===== src/ahbLite_consts.svh =====
`ifndef AHBLITE_CONSTS_SVH
`define AHBLITE_CONSTS_SVH

// number of slave ports behind the mux
`define AHB_NUM_SLAVES 3

// port index of each slave in the select vector
`define AHB_SLV_SRAM 0
`define AHB_SLV_CFG 1
`define AHB_SLV_DEFAULT 2

// sram region, word addressed, 1 KB
`define AHB_SRAM_BASE 32'h0000_0000
`define AHB_SRAM_WORDS 256

// config register region, four word slots
`define AHB_CFG_BASE 32'h4000_0000
`define AHB_CFG_BYTES 16

// value of the read-only id register
`define AHB_CFG_ID 32'hA4B1_0001

`endif


===== src/ahbLitePkg.sv =====
`include "ahbLite_consts.svh"

package ahbLitePkg;

    // htrans encoding per AMBA AHB-Lite
    typedef enum logic [1:0]
    {
        IDLE   = 2'b00,
        BUSY   = 2'b01,
        NONSEQ = 2'b10,
        SEQ    = 2'b11
    } htransT;

    // master side, address phase plus write data of the data phase
    typedef struct packed
    {
        logic [31:0] haddr;
        htransT      htrans;
        logic        hwrite;
        // only word size is supported
        logic [2:0]  hsize;
        logic [31:0] hwdata;
    } ahbReqT;

    // one slave's data phase reply
    typedef struct packed
    {
        logic        hreadyout;
        logic        hresp;
        logic [31:0] hrdata;
    } ahbRspT;

    // one-hot slave select, bit index is the port number
    typedef logic [`AHB_NUM_SLAVES-1:0] slvSelT;

endpackage


===== src/ahbLiteSlaveMux.sv =====
`timescale 1ns/100ps
`include "ahbLite_consts.svh"

module ahbLiteSlaveMux
(
    input  logic               HCLK,
    input  logic               HRESETn,
    input  logic               hready,
    input  ahbLitePkg::slvSelT sel,
    input  ahbLitePkg::ahbRspT slvRsp [`AHB_NUM_SLAVES],
    output logic               HREADYOUT,
    output logic               HRESP,
    output logic [31:0]        HRDATA
);

    import ahbLitePkg::*;

    // select of the transfer now in its data phase
    slvSelT      selReg;
    logic        readyOr;
    logic        respOr;
    logic [31:0] dataOr;

    // capture the address phase select only when the bus moves on
    always_ff @(posedge HCLK or negedge HRESETn)
    begin
        if (!HRESETn)
        begin
            selReg <= '0;
        end
        else if (hready)
        begin
            selReg <= sel;
        end
    end

    // one-hot AND-OR select, unselected ports contribute zero
    always_comb
    begin
        readyOr = 1'b0;
        respOr  = 1'b0;
        dataOr  = '0;
        for (int i = 0; i < `AHB_NUM_SLAVES; i++)
        begin
            readyOr = readyOr | (selReg[i] & slvRsp[i].hreadyout);
            respOr  = respOr | (selReg[i] & slvRsp[i].hresp);
            dataOr  = dataOr | ({32{selReg[i]}} & slvRsp[i].hrdata);
        end
    end

    // nothing latched, so answer ready and OKAY
    assign HREADYOUT = (selReg == '0) ? 1'b1 : readyOr;
    // resp and data already fall to zero with no select
    assign HRESP     = respOr;
    assign HRDATA    = dataOr;

endmodule


===== config.mk =====
export PLATFORM = sky130hd
export DESIGN_NAME = ahbLiteSlaveMux
export DESIGN_NICKNAME = d
export VERILOG_FILES = /design/src/ahbLitePkg.sv /design/src/ahbLiteSlaveMux.sv
export VERILOG_INCLUDE_DIRS = /design/src
export SDC_FILE = /design/constraint.sdc
export NUM_CORES = 1
export LEC_CHECK = 0
export ABC_AREA = 1
export BUFFER_PORTS_ARGS = -buffer_cell sky130_fd_sc_hd__buf_4
export CORE_ASPECT_RATIO = 0.8
export CORE_MARGIN = 5
export CORE_UTILIZATION = 30
export DETAILED_ROUTE_END_ITERATION = 7
export PLACE_DENSITY = 0.89
export SLEW_MARGIN = 20
export SYNTH_ARGS = -nofsm -noshare
export SYNTH_HDL_FRONTEND = slang
export SYNTH_SLANG_ARGS = --single-unit

===== constraint.sdc =====
create_clock -name HCLK -period 1.3 [get_ports HCLK]
set_input_delay 0.325 -clock HCLK [delete_from_list [all_inputs] [get_ports HCLK]]
set_output_delay 0.325 -clock HCLK [all_outputs]
set_load 0.02 [all_outputs]

==> results.txt <==
Wire length per cell -> 14.1 um
Setup Buffers After CTS -> 0
Min Tclk post-route -> 1.48 ns
Via count -> 1639
Worst Hold Class -> input pin to register
Wire length of the first global-routing pass -> 6290 um
Clock skew -> 0 ns
Slew Limit Fails -> 0
Layout cells sized above 1 -> 69.2%
DRT iter0 DRCs -> 45
Worst Path Required -> 0.98 ns
Fin Setup TNS -> -4.95 ns
Register area share after synthesis -> 7.65%
# DRC -> 0
Tcrit/Tclk final -> 114%
Vert. Die Dim -> 61.1 um
Pwr Density -> 671 nW/um^2
Rel. slew slack -> 84.8%
GRT Residual Overflow -> 0
Clock transition at path regs -> 0.03 ns
CTS tree -> built
Vias in the first global route -> 1581
Number of warnings issued by yosys -> 0
Commonest non-fill, non-tap cell in the layout -> buf_4
# diodes -> 0
Hold Path Origin -> hready
H-tree levels -> 1
Die footprint -> 4520 um^2
Most frequent cells in the layout -> 117 x buf_4, 83 x nand2_1, 33 x nand3_2, 27 x buf_6, 21 x nand2_2
Input/output buffers -> 141
R2R Path End -> selReg[0]$_DFFE_PN0P_
CP Capture Type -> output pin
Syn_nets -> 272
IR drop worst, VDD -> 0.534 mV
Hpwl dp -> 3600 um
First-pass DRT Iterations -> 4
Synthesis-stage register bit count -> 3
Total of max-cap violations -> 0
# nets final -> 414
Die Width -> 73.9 um
Final Instance Area -> 2290 um^2
Core outline area -> 3110 um^2
WHS Path Cells -> 2
Root Buffer -> clkbuf_8
Area growth syn-to-layout -> 133%
Final hold viol count -> 0
Routed Antenna Nets -> 0
Worst r2r path cells -> 2
Cells after Synth -> 164
Leading area contributor after synthesis -> nand2_1
Peak Freq -> 0.677 GHz
Clock Path Buffers -> 2
Worst Path Arrival -> 1.15 ns
Crit-path max FO -> 19
Row count -> 18
Post-synth top area share -> 39.4%
Synth top area cells -> nand2_1 39%, nand3_2 32%, buf_6 14%
Initial Util -> 31.6%
DRT Wirelength -> 4860 um
Worst Slack Setup Final -> -0.176 ns
Reg2reg start -> selReg[0]$_DFFE_PN0P_
Hold EP -> selReg[2]$_DFFE_PN0P_
Status -> complete, but fails checks
Most flop-heavy register -> selReg
Worst-Margin Slew -> 0.226 ns
Final setup viols -> 34
Crit path launch type -> register
DP Cell Count -> 339
GRT Overall Usage -> 17.5%
Failing checks -> negative setup slack
Mean number of vias per cell -> 4.75
Mean Syn Cell Area -> 5.98 um^2
Initial antenna violation count -> 0
Num ports -> 142
Netlist cell types -> 9
# clock sinks -> 3
GPL Wtd Cong -> 0.784
Total CTS buffers -> 3
RSZ-0062 raised after global routing -> yes
Clk_lat worst skew -> 0.21 ns
Post-route insts no fill -> 345
Max reg flops -> 3
Largest net degree at the start of global routing -> 23
WS Path Type -> register to output pin
Synth Cell Area -> 981 um^2
Static leakage power -> 1.31 nW
Cell area after placement -> 2020 um^2
R2R Setup Slk -> 0.50 ns
Top flop regs -> selReg x3
[stage by stage]
stage                     hold slack [ns]  utilization [%]  setup WS, ns  total power [mW]
after floorplan                    0.0294                -         0.172             0.641
after global placement              0.116             65.1        0.0725              1.10
after detailed placement            0.120             65.1        0.0538              1.12
after CTS                           0.321             69.1        -0.165              1.45
after global routing                0.363             73.6        -0.210              1.62
final                               0.339             73.6        -0.176              1.54
[critical path, cell delays in order, from the launching register on]
cell	delay, ns
dfrtp_2	0.46
buf_12	0.18
nand2_1	0.08
nand3_2	0.06
buf_4	0.15
[metal layers]
metal,GRT usage (%),share of wire [%]
met1,17.0,32
met5,0,0
met2,33.6,52
met4,5.43,1.0
met3,7.67,14
[power by group]
group          internal (mW)  switching, mW
Clock                  0.209         0.0617
Sequential             0.104         0.0176
Combinational          0.604          0.539
[logic make-up (layout without fill, tap and decap cells)]
logic type / after synthesis / count (layout) / synth area share, %
simple gates: 142 / 142 / 75.5
compound gates: 3 / 3 / 1.53
flops: 3 / 3 / 7.65
buf+inv: 16 / 157 / 15.3
[layout make-up]
type                       count  area, um^2
timing repair buffer         149        1270
multi-input combinational    145         831
fill                         238         821
sequential                     3        78.8
tap                           40        50.0
clock buffer                   4        45.0
inverter                       4        15.0
[Yosys cell counts, drive strengths merged]
cell	number
nand3	34
buf	12
o21ai	3
dfrtp	3
nand2	107
nor2	1
inv	4
[worst max-delay path by stage]
stage                          startpoint          to  slack [ns]  cells after the start
floorplan           selReg[0]$_DFFE_PN0P_   HRDATA[0]        0.17                      4
global placement    selReg[1]$_DFFE_PN0P_   HRDATA[2]        0.07                      4
detailed placement  selReg[0]$_DFFE_PN0P_   HRDATA[9]        0.05                      4
CTS                 selReg[1]$_DFFE_PN0P_  HRDATA[26]       -0.17                      4
global route        selReg[2]$_DFFE_PN0P_  HRDATA[18]       -0.21                      4
finish              selReg[2]$_DFFE_PN0P_  HRDATA[28]       -0.18                      4
[timing repair]
action	in CTS	in global routing
hold endpoints to repair	3	0
resized for setup	19	42
cloned	1	0
endpoints found under the setup margin	34	34
pin swaps	1	0
hold buffers	1	0
(Power assumes the default switching activity.)
