<file path="src/ahbLite_consts.svh">
`ifndef AHBLITE_CONSTS_SVH
`define AHBLITE_CONSTS_SVH

// number of slave ports behind the mux
`define AHB_NUM_SLAVES 3

// port index of each slave in the select vector
`define AHB_SLV_SRAM 0
`define AHB_SLV_CFG 1
`define AHB_SLV_DEFAULT 2

// sram region, word addressed, 1 KB
`define AHB_SRAM_BASE 32'h0000_0000
`define AHB_SRAM_WORDS 256

// config register region, four word slots
`define AHB_CFG_BASE 32'h4000_0000
`define AHB_CFG_BYTES 16

// value of the read-only id register
`define AHB_CFG_ID 32'hA4B1_0001

`endif

</file>
<file path="src/ahbLitePkg.sv">
`include "ahbLite_consts.svh"

package ahbLitePkg;

    // htrans encoding per AMBA AHB-Lite
    typedef enum logic [1:0]
    {
        IDLE   = 2'b00,
        BUSY   = 2'b01,
        NONSEQ = 2'b10,
        SEQ    = 2'b11
    } htransT;

    // master side, address phase plus write data of the data phase
    typedef struct packed
    {
        logic [31:0] haddr;
        htransT      htrans;
        logic        hwrite;
        // only word size is supported
        logic [2:0]  hsize;
        logic [31:0] hwdata;
    } ahbReqT;

    // one slave's data phase reply
    typedef struct packed
    {
        logic        hreadyout;
        logic        hresp;
        logic [31:0] hrdata;
    } ahbRspT;

    // one-hot slave select, bit index is the port number
    typedef logic [`AHB_NUM_SLAVES-1:0] slvSelT;

endpackage

</file>
<file path="src/ahbLiteCfgRegs.sv">
`timescale 1ns/100ps
`include "ahbLite_consts.svh"

module ahbLiteCfgRegs
(
    input  logic               HCLK,
    input  logic               HRESETn,
    input  ahbLitePkg::ahbReqT req,
    input  logic               hsel,
    input  logic               hready,
    output ahbLitePkg::ahbRspT rsp,
    output logic [1:0]         waitStates
);

    import ahbLitePkg::*;

    // word slot within the 16 byte region
    localparam logic [1:0] offWait    = 2'd0;
    localparam logic [1:0] offScratch = 2'd1;
    localparam logic [1:0] offId      = 2'd2;

    logic        active;
    logic        isWrite;
    logic [1:0]  offReg;
    logic [1:0]  waitReg;
    logic [31:0] scratchReg;
    logic        start;

    assign start = hsel && hready && (req.htrans == NONSEQ || req.htrans == SEQ);

    // data phase tracking, always one cycle
    always_ff @(posedge HCLK or negedge HRESETn)
    begin
        if (!HRESETn)
        begin
            active <= 1'b0;
        end
        else if (hready)
        begin
            active <= start;
        end
    end

    always_ff @(posedge HCLK)
    begin
        if (start)
        begin
            isWrite <= req.hwrite;
            offReg  <= req.haddr[3:2];
        end
    end

    // register update at the end of the write data phase
    always_ff @(posedge HCLK or negedge HRESETn)
    begin
        if (!HRESETn)
        begin
            waitReg    <= 2'd0;
            scratchReg <= 32'd0;
        end
        else if (active && isWrite && hready)
        begin
            case (offReg)
                // only the low two bits are kept
                offWait:    waitReg    <= req.hwdata[1:0];
                offScratch: scratchReg <= req.hwdata;
                // id and the unused slot ignore writes
                default:    ;
            endcase
        end
    end

    // read mux, zero outside a read data phase
    always_comb
    begin
        rsp.hrdata = 32'd0;
        if (active && !isWrite)
        begin
            case (offReg)
                offWait:    rsp.hrdata = {30'd0, waitReg};
                offScratch: rsp.hrdata = scratchReg;
                offId:      rsp.hrdata = `AHB_CFG_ID;
                default:    rsp.hrdata = 32'd0;
            endcase
        end
    end

    // zero wait, always OKAY
    assign rsp.hreadyout = 1'b1;
    assign rsp.hresp     = 1'b0;

    // drives the sram wait counter load
    assign waitStates = waitReg;

endmodule

</file>
<file path="config.mk">
export PLATFORM = sky130hd
export DESIGN_NAME = ahbLiteCfgRegs
export DESIGN_NICKNAME = d
export VERILOG_FILES = /design/src/ahbLitePkg.sv /design/src/ahbLiteCfgRegs.sv
export VERILOG_INCLUDE_DIRS = /design/src
export SDC_FILE = /design/constraint.sdc
export NUM_CORES = 1
export LEC_CHECK = 0
export ABC_CLOCK_PERIOD_IN_PS = 1300
export BUFFER_PORTS_ARGS = -buffer_cell sky130_fd_sc_hd__buf_4
export CORE_AREA = 10 10 79 81
export CTS_CLUSTER_DIAMETER = 120
export DETAILED_ROUTE_END_ITERATION = 12
export DIE_AREA = 0 0 89 91
export GPL_TIMING_DRIVEN = 0
export MAX_ROUTING_LAYER = met4
export PLACE_DENSITY = 0.75
export SLEW_MARGIN = 20
export SYNTH_ARGS = -nofsm -noshare
export SYNTH_HDL_FRONTEND = slang
export SYNTH_SLANG_ARGS = --single-unit
</file>
<file path="constraint.sdc">
create_clock -name HCLK -period 1.3 [get_ports HCLK]
set_input_delay 0.13 -clock HCLK [delete_from_list [all_inputs] [get_ports HCLK]]
set_output_delay 0.13 -clock HCLK [all_outputs]
set_load 0.1 [all_outputs]
</file>
==> summary.md <==
| Metric | Value |
|---|---|
| Antenna diodes | 0 |
| Post-synthesis register bit count | 38 |
| Die height | 91 um |
| HP Start | req[41] |
| Inst Count DP | 263 |
| Failing checks | negative setup slack |
| Hold Vio Cnt, Final | 0 |
| Setup WS post-layout | -0.4923 ns |
| Cells after Synth | 136 |
| Maximum clock rate | 558.0 MHz |
| Core Util, Final | 75.06% |
| Sum of negative setup slack | -21.84 ns |
| Initial detailed-routing violation count | 40 |
| CP endpoint kind | output pin |
| Global-route wire length before repair | 8942 um |
| Area grow syn2layout | 102.3% |
| GP Congestion | 0.7365 |
| Met2 wire len | 2804 um |
| Commonest non-fill, non-tap cell in the layout | buf_4 |
| Post-layout instance count excluding filler cells | 289 |
| Worst-path clk slew | 0.08 ns |
| Core Footprint | 4661 um2 |
| Largest net degree at the start of global routing | 36 |
| Post-Route WL | 5753 um |
| Clock root buffer | clkbuf_8 |
| WL met3 | 538 um |
| Total power | 3.297 mW |
| Top cell family by delay on the critical path | flip-flops |
| RR Startpoint | offReg[1] |
| Biggest area consumer among synthesized cells | dfrtp_1 |
| Die ar. | 8099 um2 |
| Initial Util | 37.10% |
| Fin area | 3498 um2 |
| Power Density | 942.5 nW/um2 |
| Syn Nets | 210 |
| Synth Area per Inst | 12.71 um2 |
| Worst VDD drop | 0.6908 mV |
| Max cap viols | 0 |
| DR WL/cell | 19.91 um |
| CP arrival | 1.66 ns |
| Setup CP Type | register to output pin |
| Slew Limit Fails | 0 |
| Worst hold endpoint | offReg[1] |
| Pleak | 1.638 nW |
| Sequential share of the synthesized area | 55.86% |
| Largest fanout on the critical path | 8 |
| Final setup fails | 66 |
| Library cells used by synthesis | 24 |
| Reg2Reg Depth | 6 |
| Synth Warn # | 0 |
| DP Worst Slack | -0.5306 ns |
| CTS Buf Count | 5 |
| Commonest non-fill, non-tap cells in the layout | buf_4, buf_12, mux2_4, dfrtp_1, and2_4 |
| Unrepaired setup endpoints after global routing | yes |
| Tcrit/Tclk final | 137.9% |
| Cell area after placement | 2616 um2 |
| Die width | 89 um |
| CP cell instances | nor2b_1 -> clkbuf_8 -> nand2_4 -> a21oi_4 -> buf_12 |
| R2R Setup Slk | -0.29 ns |
| DR vias | 1,421 |
| Detailed placer's ending HPWL | 3482 um |
| Synth area leaders | dfrtp_1, mux2_2, and2_1, mux2_1, edfxtp_1 |
| First-pass iteration count of the detailed router | 2 |
| Hold Crit Class | input pin to register |
| Clock sinks | 38 |
| Number of global-route vias before repair | 1,670 |
| Initial antenna violation count | 0 |
| Clock buffer depth | 2 |
| Num rows | 25 |
| Final routed DRC violation total | 0 |
| CP max-delay cell | edfxtp_1 |
| Mapped cell area | 1729 um2 |
| Setup crit start kind | register |
| RR Endpoint | scratchReg[27] |
| Critical Path RT | 1.17 ns |
| Met1 WL | 2354 um |
| H-tree depth | 2 |
| WHS Path Cells | 1 |
| Ratio of cells with drive above 1 in the final layout | 79.57% |
| Top sig layer | met4 |
| Crit-path max cell delay | 0.50 ns |
| Remaining global-route overflow | 0 |
| TritonCTS clock tree | built |
| GR Util All Layers | 14.79% |
| Post-Route Skew | 0.009453 ns |
| Worst path buffer plus inverter count | 2 |
| I/O Buffers | 73 |
| Fin nets | 308 |
| ANT nets after route | 0 |
| Via density | 4.917 |
| Min Tclk post-route | 1.792 ns |
| Synth top area share | 50.65% |
| Total I/O pin count | 110 |
| Fin Hold WS | 0.01280 ns |
| Clk Latency, worst-skew pair | 0.29 ns |
| Run status | finished, violations left |
-- synthesized netlist by cell type, drive strengths merged --
cell type and number:
dfrtp 35, mux2 34, and2 23, a21oi 8
nand2 8, buf 6, clkbuf 3, edfxtp 3
nand2b 3, conb 2, nor2 2, a21o 1
and3 1, inv 1, mux2i 1, nand3 1
nor2b 1, nor3 1, o21bai 1, or3 1
-- state kept, by name (all words and copies together) (netlist names) --
register and count:
offReg 2, scratchReg 32, waitStates 2, active 1, isWrite 1
-- repair_timing --
| action | 4_1_cts | 5_1_grt |
|---|---|---|
| setup endpoints to repair | 66 | 66 |
| hold buffers | 3 | 0 |
| setup buffers | 13 | 5 |
| resized for setup | 134 | 32 |
| endpoints found under the hold margin | 37 | 0 |
| pin swaps | 18 | 10 |
| cloned | 4 | 0 |
-- area by class of cell --
cell class | count | area (um2)
Timing Repair Buffer | 94 | 1211
Clock buffer | 6 | 72.57
Sequential cell | 38 | 973.4
Inverter | 1 | 3.754
Buffer | 6 | 78.83
Multi-Input combinational cell | 88 | 1081
Fill cell | 287 | 1162
Tap cell | 54 | 67.56
Clock inverter | 2 | 10.01
-- how the worst max path moves through the flow --
stage	end	cells past startpoint	from
2_1_floorplan	rsp[1]	2	waitStates[1]
3_3_place_gp	rsp[15]	5	offReg[1]
3_5_place_dp	rsp[15]	5	offReg[1]
4_1_cts	rsp[28]	6	isWrite
5_1_grt	rsp[0]	6	offReg[1]
6_report	rsp[26]	5	offReg[0]
-- logic make-up (layout without fill, tap and decap cells) --
group | Yosys count | after routing | share of synthesized area (%)
compound gates | 10 | 10 | 3.184
buf+inv | 10 | 109 | 3.979
flops | 38 | 38 | 55.86
mux | 35 | 35 | 22.72
other cells | 2 | 2 | 0.4343
simple gates | 41 | 41 | 13.82
-- routing by layer --
layer  GRT usage [%]  vias to the layer above
met3           6.613                        7
li1                -                      645
met4           3.581                        0
met5               -                        -
met2           23.06                       61
met1           16.95                      708
-- report_power, final --
part	switching (mW)	leakage [nW]	internal, mW	total (mW)
combinational	0.424	1.12	0.501	0.925
sequential	0.166	0.477	1.42	1.59
clock	0.411	0.0450	0.372	0.783
No activity file was read; power rests on OpenSTA's default activity.
