--- config.mk ---
export PLATFORM = sky130hd
export DESIGN_NAME = ahbLiteDecoder
export DESIGN_NICKNAME = d
export VERILOG_FILES = /design/src/ahbLitePkg.sv /design/src/ahbLiteDecoder.sv
export VERILOG_INCLUDE_DIRS = /design/src
export SDC_FILE = /design/constraint.sdc
export NUM_CORES = 1
export LEC_CHECK = 0
export BUFFER_PORTS_ARGS = -buffer_cell sky130_fd_sc_hd__buf_2
export CAP_MARGIN = 10
export CORE_AREA = 4 4 41 43
export DETAILED_ROUTE_END_ITERATION = 8
export DIE_AREA = 0 0 45 47
export PLACE_DENSITY_LB_ADDON = 0.12
export SLEW_MARGIN = 10
export SYNTH_ARGS = -nofsm -noshare
export SYNTH_HDL_FRONTEND = slang
export SYNTH_SLANG_ARGS = --single-unit
export TNS_END_PERCENT = 20
--- constraint.sdc ---
create_clock -name vclk -period 1.5
set_input_delay 0 -clock vclk [all_inputs]
set_output_delay 0 -clock vclk [all_outputs]
set_load 0.005 [all_outputs]
--- src/ahbLite_consts.svh ---
`ifndef AHBLITE_CONSTS_SVH
`define AHBLITE_CONSTS_SVH

// number of slave ports behind the mux
`define AHB_NUM_SLAVES 3

// port index of each slave in the select vector
`define AHB_SLV_SRAM 0
`define AHB_SLV_CFG 1
`define AHB_SLV_DEFAULT 2

// sram region, word addressed, 1 KB
`define AHB_SRAM_BASE 32'h0000_0000
`define AHB_SRAM_WORDS 256

// config register region, four word slots
`define AHB_CFG_BASE 32'h4000_0000
`define AHB_CFG_BYTES 16

// value of the read-only id register
`define AHB_CFG_ID 32'hA4B1_0001

`endif

--- src/ahbLitePkg.sv ---
`include "ahbLite_consts.svh"

package ahbLitePkg;

    // htrans encoding per AMBA AHB-Lite
    typedef enum logic [1:0]
    {
        IDLE   = 2'b00,
        BUSY   = 2'b01,
        NONSEQ = 2'b10,
        SEQ    = 2'b11
    } htransT;

    // master side, address phase plus write data of the data phase
    typedef struct packed
    {
        logic [31:0] haddr;
        htransT      htrans;
        logic        hwrite;
        // only word size is supported
        logic [2:0]  hsize;
        logic [31:0] hwdata;
    } ahbReqT;

    // one slave's data phase reply
    typedef struct packed
    {
        logic        hreadyout;
        logic        hresp;
        logic [31:0] hrdata;
    } ahbRspT;

    // one-hot slave select, bit index is the port number
    typedef logic [`AHB_NUM_SLAVES-1:0] slvSelT;

endpackage

--- src/ahbLiteDecoder.sv ---
`timescale 1ns/100ps
`include "ahbLite_consts.svh"

module ahbLiteDecoder
(
    input  ahbLitePkg::ahbReqT  req,
    output ahbLitePkg::slvSelT  sel
);

    // region masks keep only the bits above each region's size
    localparam logic [31:0] sramMask = ~(32'(`AHB_SRAM_WORDS * 4) - 32'd1);
    localparam logic [31:0] cfgMask  = ~(32'(`AHB_CFG_BYTES) - 32'd1);

    logic sramHit;
    logic cfgHit;

    // compare upper address bits against each base
    assign sramHit = (req.haddr & sramMask) == `AHB_SRAM_BASE;
    assign cfgHit  = (req.haddr & cfgMask) == `AHB_CFG_BASE;

    // exactly one bit set, default slave catches the rest
    always_comb
    begin
        sel = '0;
        if (sramHit)
        begin
            sel[`AHB_SLV_SRAM] = 1'b1;
        end
        else if (cfgHit)
        begin
            sel[`AHB_SLV_CFG] = 1'b1;
        end
        else
        begin
            sel[`AHB_SLV_DEFAULT] = 1'b1;
        end
    end

endmodule

==> impl_metrics.toml, run 1 <==
[grt]
grt_remaining_overflow = 0
grt_use_total_pct = 3.93
grt_pass1_vias = 205
grt_pass1_wl_um = 669
antenna_found_initial = 0
grt_max_degree = 4

[critical_path]
worstSetupPathType = "primary input to output pin"
slowest_delay_ns = 0.37
cp.arrival_ns = 1.04
crit_fanout = 3
cp-start-kind = "primary input"
critPathBufInv = 2
cp_data_required_time_ns = 1.50
slowest_stage = "or3_1"
crit_top_cell = "buf_2"
path_cells = "buf_2, nor4_2, nand4_1, or3_1, buf_2"
end_kind = "output pin"
path_delay_family = "simple AND/OR/NAND/NOR gates"

[synthesis]
synth_compound_gate_area_share_pct = 6.90
postSynthCellCount = 16
yosys.area_share.simple_pct = 86.2
synth_fa_ha_area_share_pct = 0
synth_top_family_by_area = "simple AND/OR/NAND/NOR gates"
synthTopCellsByArea = "nor4_2, nor3_1, nor4_1, a21boi_0, buf_4"
postSynthAreaPerCell_um2 = 6.80
yosysWarnings = 0
synth_area_um2 = 109
synthMuxAreaShare_pct = 0
seq_area_frac_synth_pct = 0
synth_top_cell_area_share_pct = 34.5
synth_xor_area_share_pct = 0
yosys.cell_types.count = 10
synth_nets = 86
synth_top_area_cell = "nor4_2"

[drt]
num_vias = 245
wirelength_um = 483
wl_per_cell_um = 7.92
ant_nets = 0
firstDrtPassIters = 2
drc = 0
drtIter0Drc = 1
via_per_inst = 4.02

[sta]
rsz0062_at_grt = "false"
setup_ws_ns = 0.457
maxSlewViolCount = 0
setup_viol = 0
fin_tns_setup_ns = 0
fmax_mhz = 959
hold_viol = 0
fin_crit_ns = 1.04
slew-limit-headroom_pct = 77.2
worst_slew_pin_slew_ns = 0.339
finalCritPeriodShare_pct = 69.5

[power]
ir_worst_vdd_v = 0.0000459
powerDensity_nw_per_um2 = 163
power_leakage_nw = 0.136

[die]
fp.coreArea_um2 = 1300
rows = 13
ios = 73
die-width_um = 45
start_util_pct = 8.37
die_area_um2 = 2120
die_y_um = 47

[finish]
final_cell_area_um2 = 275
diodes = 0
clockBufferCount = 0
final_common_cell = "buf_2"
area_delta_synth_final_pct = 153
nNetsFinal = 118
seq_cells = 0
fillers = 155
regArea_um2 = 0
postLayoutCoreUtil_pct = 21.2
drive_gt1_share_pct = 73.9
final_cell_mix = "buf_2, nor4_2, nor3_1"

[job]
maxCapViolCount = 0

[status]
status = "finished, final reports clean"

[hold_path]
hold_path_class = "primary input to output pin"

[placement]
placed_cell_area_um2 = 275
io_buffers = 31
dp_hpwl_um = 474
dp_slack_ns = 0.435
gp_congestion = 0.589

[cts]
cts_setup_buffers = 0
cts_resized = 0
hold_buffers = 0
-- logic make-up (layout without fill, tap and decap cells) --
logic type	after synthesis	count (layout)
buffers and inverters	1	31
AOI/OAI and AO/OA	1	1
and+or+nand+nor	14	14
-- per-layer routing --
metal,GRT usage (%),up-vias,share of wire [%]
met2,7.91,31,28
met4,0,0,0
met5,0,-,0
met1,4.49,88,36
met3,0.766,0,35
li1,-,126,-
-- cell usage after synthesis --
library cell / instances
a21boi_0: 1
buf_4: 1
nand2_1: 1
nand3_1: 1
nand4_1: 1
nor2_1: 2
nor3_1: 3
nor4_1: 2
nor4_2: 3
or3_1: 1
-- power by group --
part	switching (mW)	total [mW]	leakage (nW)	internal [mW]
combinational	0.0152	0.0449	0.136	0.0297
clock	0	0	0	0
sequential	0	0	0	0
total	0.0152	0.0449	0.136	0.0297
-- stage by stage --
stage	instances	power (mW)	hold slack (ns)
finish	61	0.0449	0.258
floorplan	16	0.00680	0.0890
global placement	61	0.0451	0.262
detailed placement	61	0.0455	0.260
CTS	61	0.0455	0.260
global route	61	0.0499	0.284
-- area by class of cell --
type | count | area [um^2] | share of cell area, %
tap | 15 | 18.8 | 6.82
timing repair buffer | 31 | 155 | 56.4
multi-input combinational | 15 | 101 | 36.8
-- worst paths after layout --
| check | from | end | slack, ns | cells past startpoint |
|---|---|---|---|---|
| min | req[68] | sel[0] | 0.26 | 3 |
| max | req[59] | sel[2] | 0.46 | 5 |
(Power assumes the default switching activity.)
==> run 2, diff against run 1 <==
clock period = 1 ns   (was 1.5 ns; I/O delays follow)
==> impl_metrics.toml, run 2 (synthesis results as in run 1) <==
[status]
status = "finished with violations"
violations = "negative setup slack"

[drt]
num_vias = 267
wirelength_um = 585
ant_nets = 0
via_per_inst = 4.17
drtIter0Drc = 0
firstDrtPassIters = 1
wl_per_cell_um = 9.14
drc = 0

[critical_path]
end_kind = "output pin"
critPathBufInv = 2
crit_fanout = 2
slowest_delay_ns = 0.38
slowest_stage = "or3_1"
path_cells = "buf_6, nor4_4, nand4_1, or3_1, buf_2"
cp.arrival_ns = 1.01
worstSetupPathType = "primary input to output pin"
cp_data_required_time_ns = 1.00
crit_start = "req[57]"
cp-start-kind = "primary input"
path_delay_family = "simple AND/OR/NAND/NOR gates"

[power]
ir_worst_vdd_v = 0.0000789
p_total_mw = 0.0904
power_leakage_nw = 0.162
powerDensity_nw_per_um2 = 254

[hold_path]
hold_path_class = "primary input to output pin"
min_from = "req[68]"

[grt]
grt_use_total_pct = 4.72
grt_pass1_vias = 242
use_met3_pct = 0.383
grt_pass1_wl_um = 800
use_met1_pct = 4.94
antenna_found_initial = 0
use_met2_pct = 10.5
grt_max_degree = 4
grt_remaining_overflow = 0
grt.busiest_layer = "met2"

[placement]
io_buffers = 31
gp_congestion = 0.634
dp_hpwl_um = 518

[finish]
drive_gt1_share_pct = 81.6
final_common_cell = "buf_2"
regArea_um2 = 0
final_cell_mix = "buf_2, buf_6, buf_4"
postLayoutCoreUtil_pct = 27.4
diodes = 0
fillers = 147
area_delta_synth_final_pct = 228
nNetsFinal = 121
seq_cells = 0
clockBufferCount = 0

[sta]
slew-limit-headroom_pct = 82.5
worst_slew_pin_slew_ns = 0.261
hold_viol = 0
rsz0062_at_grt = "true"
finalCritPeriodShare_pct = 101
fin_crit_ns = 1.01
setup_viol = 1
setup_ws_ns = -0.0117
maxSlewViolCount = 0
fmax_mhz = 988

[die]
start_util_pct = 8.37
die_area_um2 = 2120
rows = 13
ios = 73
fp.coreArea_um2 = 1300
die_y_um = 47
die-width_um = 45

[job]
maxCapViolCount = 0

[cts]
cts_setup_buffers = 0
hold_buffers = 0
-- run 2: power breakdown --
| part | switching (mW) | internal (mW) | total [mW] |
|---|---|---|---|
| registers | 0 | 0 | 0 |
| logic | 0.0319 | 0.0585 | 0.0904 |
| clock network | 0 | 0 | 0 |
-- run 2: metal layers --
metal	up-vias	share of wire (%)	routed length, um
li1	132	-	-
met1	104	33	193
met2	31	38	223
met3	0	29	168
met4	0	0	0
met5	-	0	0
-- run 2: area by class of cell --
type	count	area, um^2	area share, %
repair buffers	34	203	56.8
multi-input cells	15	135	37.9
well taps	15	18.8	5.26
-- run 2: repair_timing --
item / in CTS / in global routing
endpoints found under the setup margin: 1 / 3
resized for setup: 2 / 7
pin swaps: 0 / 4
-- run 2: path summary, 6_finish.rpt --
| kind | depth (start not counted) | to |
|---|---|---|
| worst min-delay path | 3 | sel[0] |
| worst max-delay path | 5 | sel[2] |
-- run 2: stage by stage --
step	setup TNS [ns]	hold WS [ns]	worst slack (ns)	cell area [um^2]	cells
2_1_floorplan	0	0.0890	0.246	109	16
3_3_place_gp	-0.0174	0.268	-0.0174	298	64
3_5_place_dp	-0.0302	0.262	-0.0302	298	64
4_1_cts	-0.0107	0.261	-0.0107	310	64
5_1_grt	-0.150	0.269	-0.112	357	64
6_report	-0.0117	0.260	-0.0117	357	64
==> run 3, diff against run 2 <==
SETUP_SLACK_MARGIN = 0.15   (was not set)
==> impl_metrics.toml, run 3 (synthesis results as in run 1) <==
[placement]
dp_hpwl_um = 518
placed_cell_area_um2 = 298
io_buffers = 31
dp_slack_ns = -0.0302
gp_congestion = 0.634

[grt]
grt_pass1_wl_um = 897
antenna_found_initial = 0
grt.busiest_layer = "met2"
use_met1_pct = 5.62
use_met3_pct = 0.766
grt_use_total_pct = 5.35
grt_max_degree = 4
grt_pass1_vias = 263
grt_remaining_overflow = 0
use_met2_pct = 11.6

[drt]
wl_per_cell_um = 9.00
via_per_inst = 4.11
drtIter0Drc = 0
num_vias = 263
drc = 0
ant_nets = 0
firstDrtPassIters = 1
wirelength_um = 576

[die]
rows = 13
fp.coreArea_um2 = 1300
die-width_um = 45
die_y_um = 47
ios = 73
die_area_um2 = 2120
start_util_pct = 8.37

[finish]
fillers = 145
final_cell_area_um2 = 357
regArea_um2 = 0
nNetsFinal = 121
multiInputGateArea_um2 = 135
seq_cells = 0
clockBufferCount = 0
final_common_cell = "buf_2"
final_cell_mix = "buf_2, buf_6, buf_4"
drive_gt1_share_pct = 81.6
postLayoutCoreUtil_pct = 27.4
area_delta_synth_final_pct = 228
diodes = 0

[sta]
setup_viol = 0
finalCritPeriodShare_pct = 97.5
worst_slew_pin_slew_ns = 0.261
setup_ws_ns = 0.0251
fin_tns_setup_ns = 0
fin_crit_ns = 0.975
slew-limit-headroom_pct = 82.5
hold_viol = 0
maxSlewViolCount = 0
rsz0062_at_grt = "true"
fmax_mhz = 1030

[job]
maxCapViolCount = 0

[power]
p_total_mw = 0.0901
power_leakage_nw = 0.162
powerDensity_nw_per_um2 = 253
p_int_mw = 0.0585
p_switching_mw = 0.0316
swShare_pct = 35.0
combPwrFrac_pct = 100.0
ir_worst_vdd_v = 0.0000656
clkPwrFrac_pct = 0
p_seq_share_pct = 0

[hold_path]
hold_path_class = "primary input to output pin"
min_from = "req[68]"
holdPathStages = 3
holdPathEnd = "sel[0]"

[cts]
hold_buffers = 0
cts_setup_buffers = 0

[critical_path]
worstSetupPathType = "primary input to output pin"
path_delay_family = "simple AND/OR/NAND/NOR gates"
cp-start-kind = "primary input"
end_kind = "output pin"
crit_fanout = 2
path_cells = "buf_6, nor4_4, nand4_1, or3_1, buf_2"
slowest_delay_ns = 0.35
crit_cells = 5
critPathBufInv = 2
slowest_stage = "or3_1"
cp.arrival_ns = 0.97
cp_data_required_time_ns = 1.00

[status]
status = "finished, final reports clean"
## run 3: cell counts in the layout (fill, tap and decap cells not counted)
No cell type changed its count.
## run 3: power groups by stage
stage	Combinational, mW	Clock, mW	Sequential, mW
2_1_floorplan	0.0102	0	0
3_3_place_gp	0.0714	0	0
3_5_place_dp	0.0705	0	0
4_1_cts	0.0867	0	0
5_1_grt	0.0984	0	0
6_report	0.0901	0	0
## run 3: final cells by class
| class | instances | share of cell area, % |
|---|---|---|
| tap | 15 | 5.26 |
| timing repair buffer | 34 | 56.8 |
| multi-input combinational | 15 | 37.9 |
## run 3: routing by layer
layer	up-vias	wire, um
met1	100	197
met4	0	0
met2	31	216
met5	-	0
li1	132	-
met3	0	162
## run 3: worst max-delay path by stage
stage                     startpoint  endpoint
final                        req[60]    sel[2]
after global placement       req[60]    sel[2]
after detailed placement     req[43]    sel[2]
after CTS                    req[60]    sel[2]
after global routing         req[60]    sel[2]
after floorplan              req[59]    sel[2]
## run 3: what timing repair did
action	4_1_cts	5_1_grt
endpoints found under the hold margin	0	0
endpoints found under the setup margin	3	3
gates resized for setup	8	1
gates cloned	0	0
pin swaps	2	3
## run 3: stage by stage
step	cells	hold WS (ns)
global route	64	0.269
CTS	64	0.261
global placement	64	0.268
finish	64	0.260
floorplan	16	0.0890
detailed placement	64	0.262
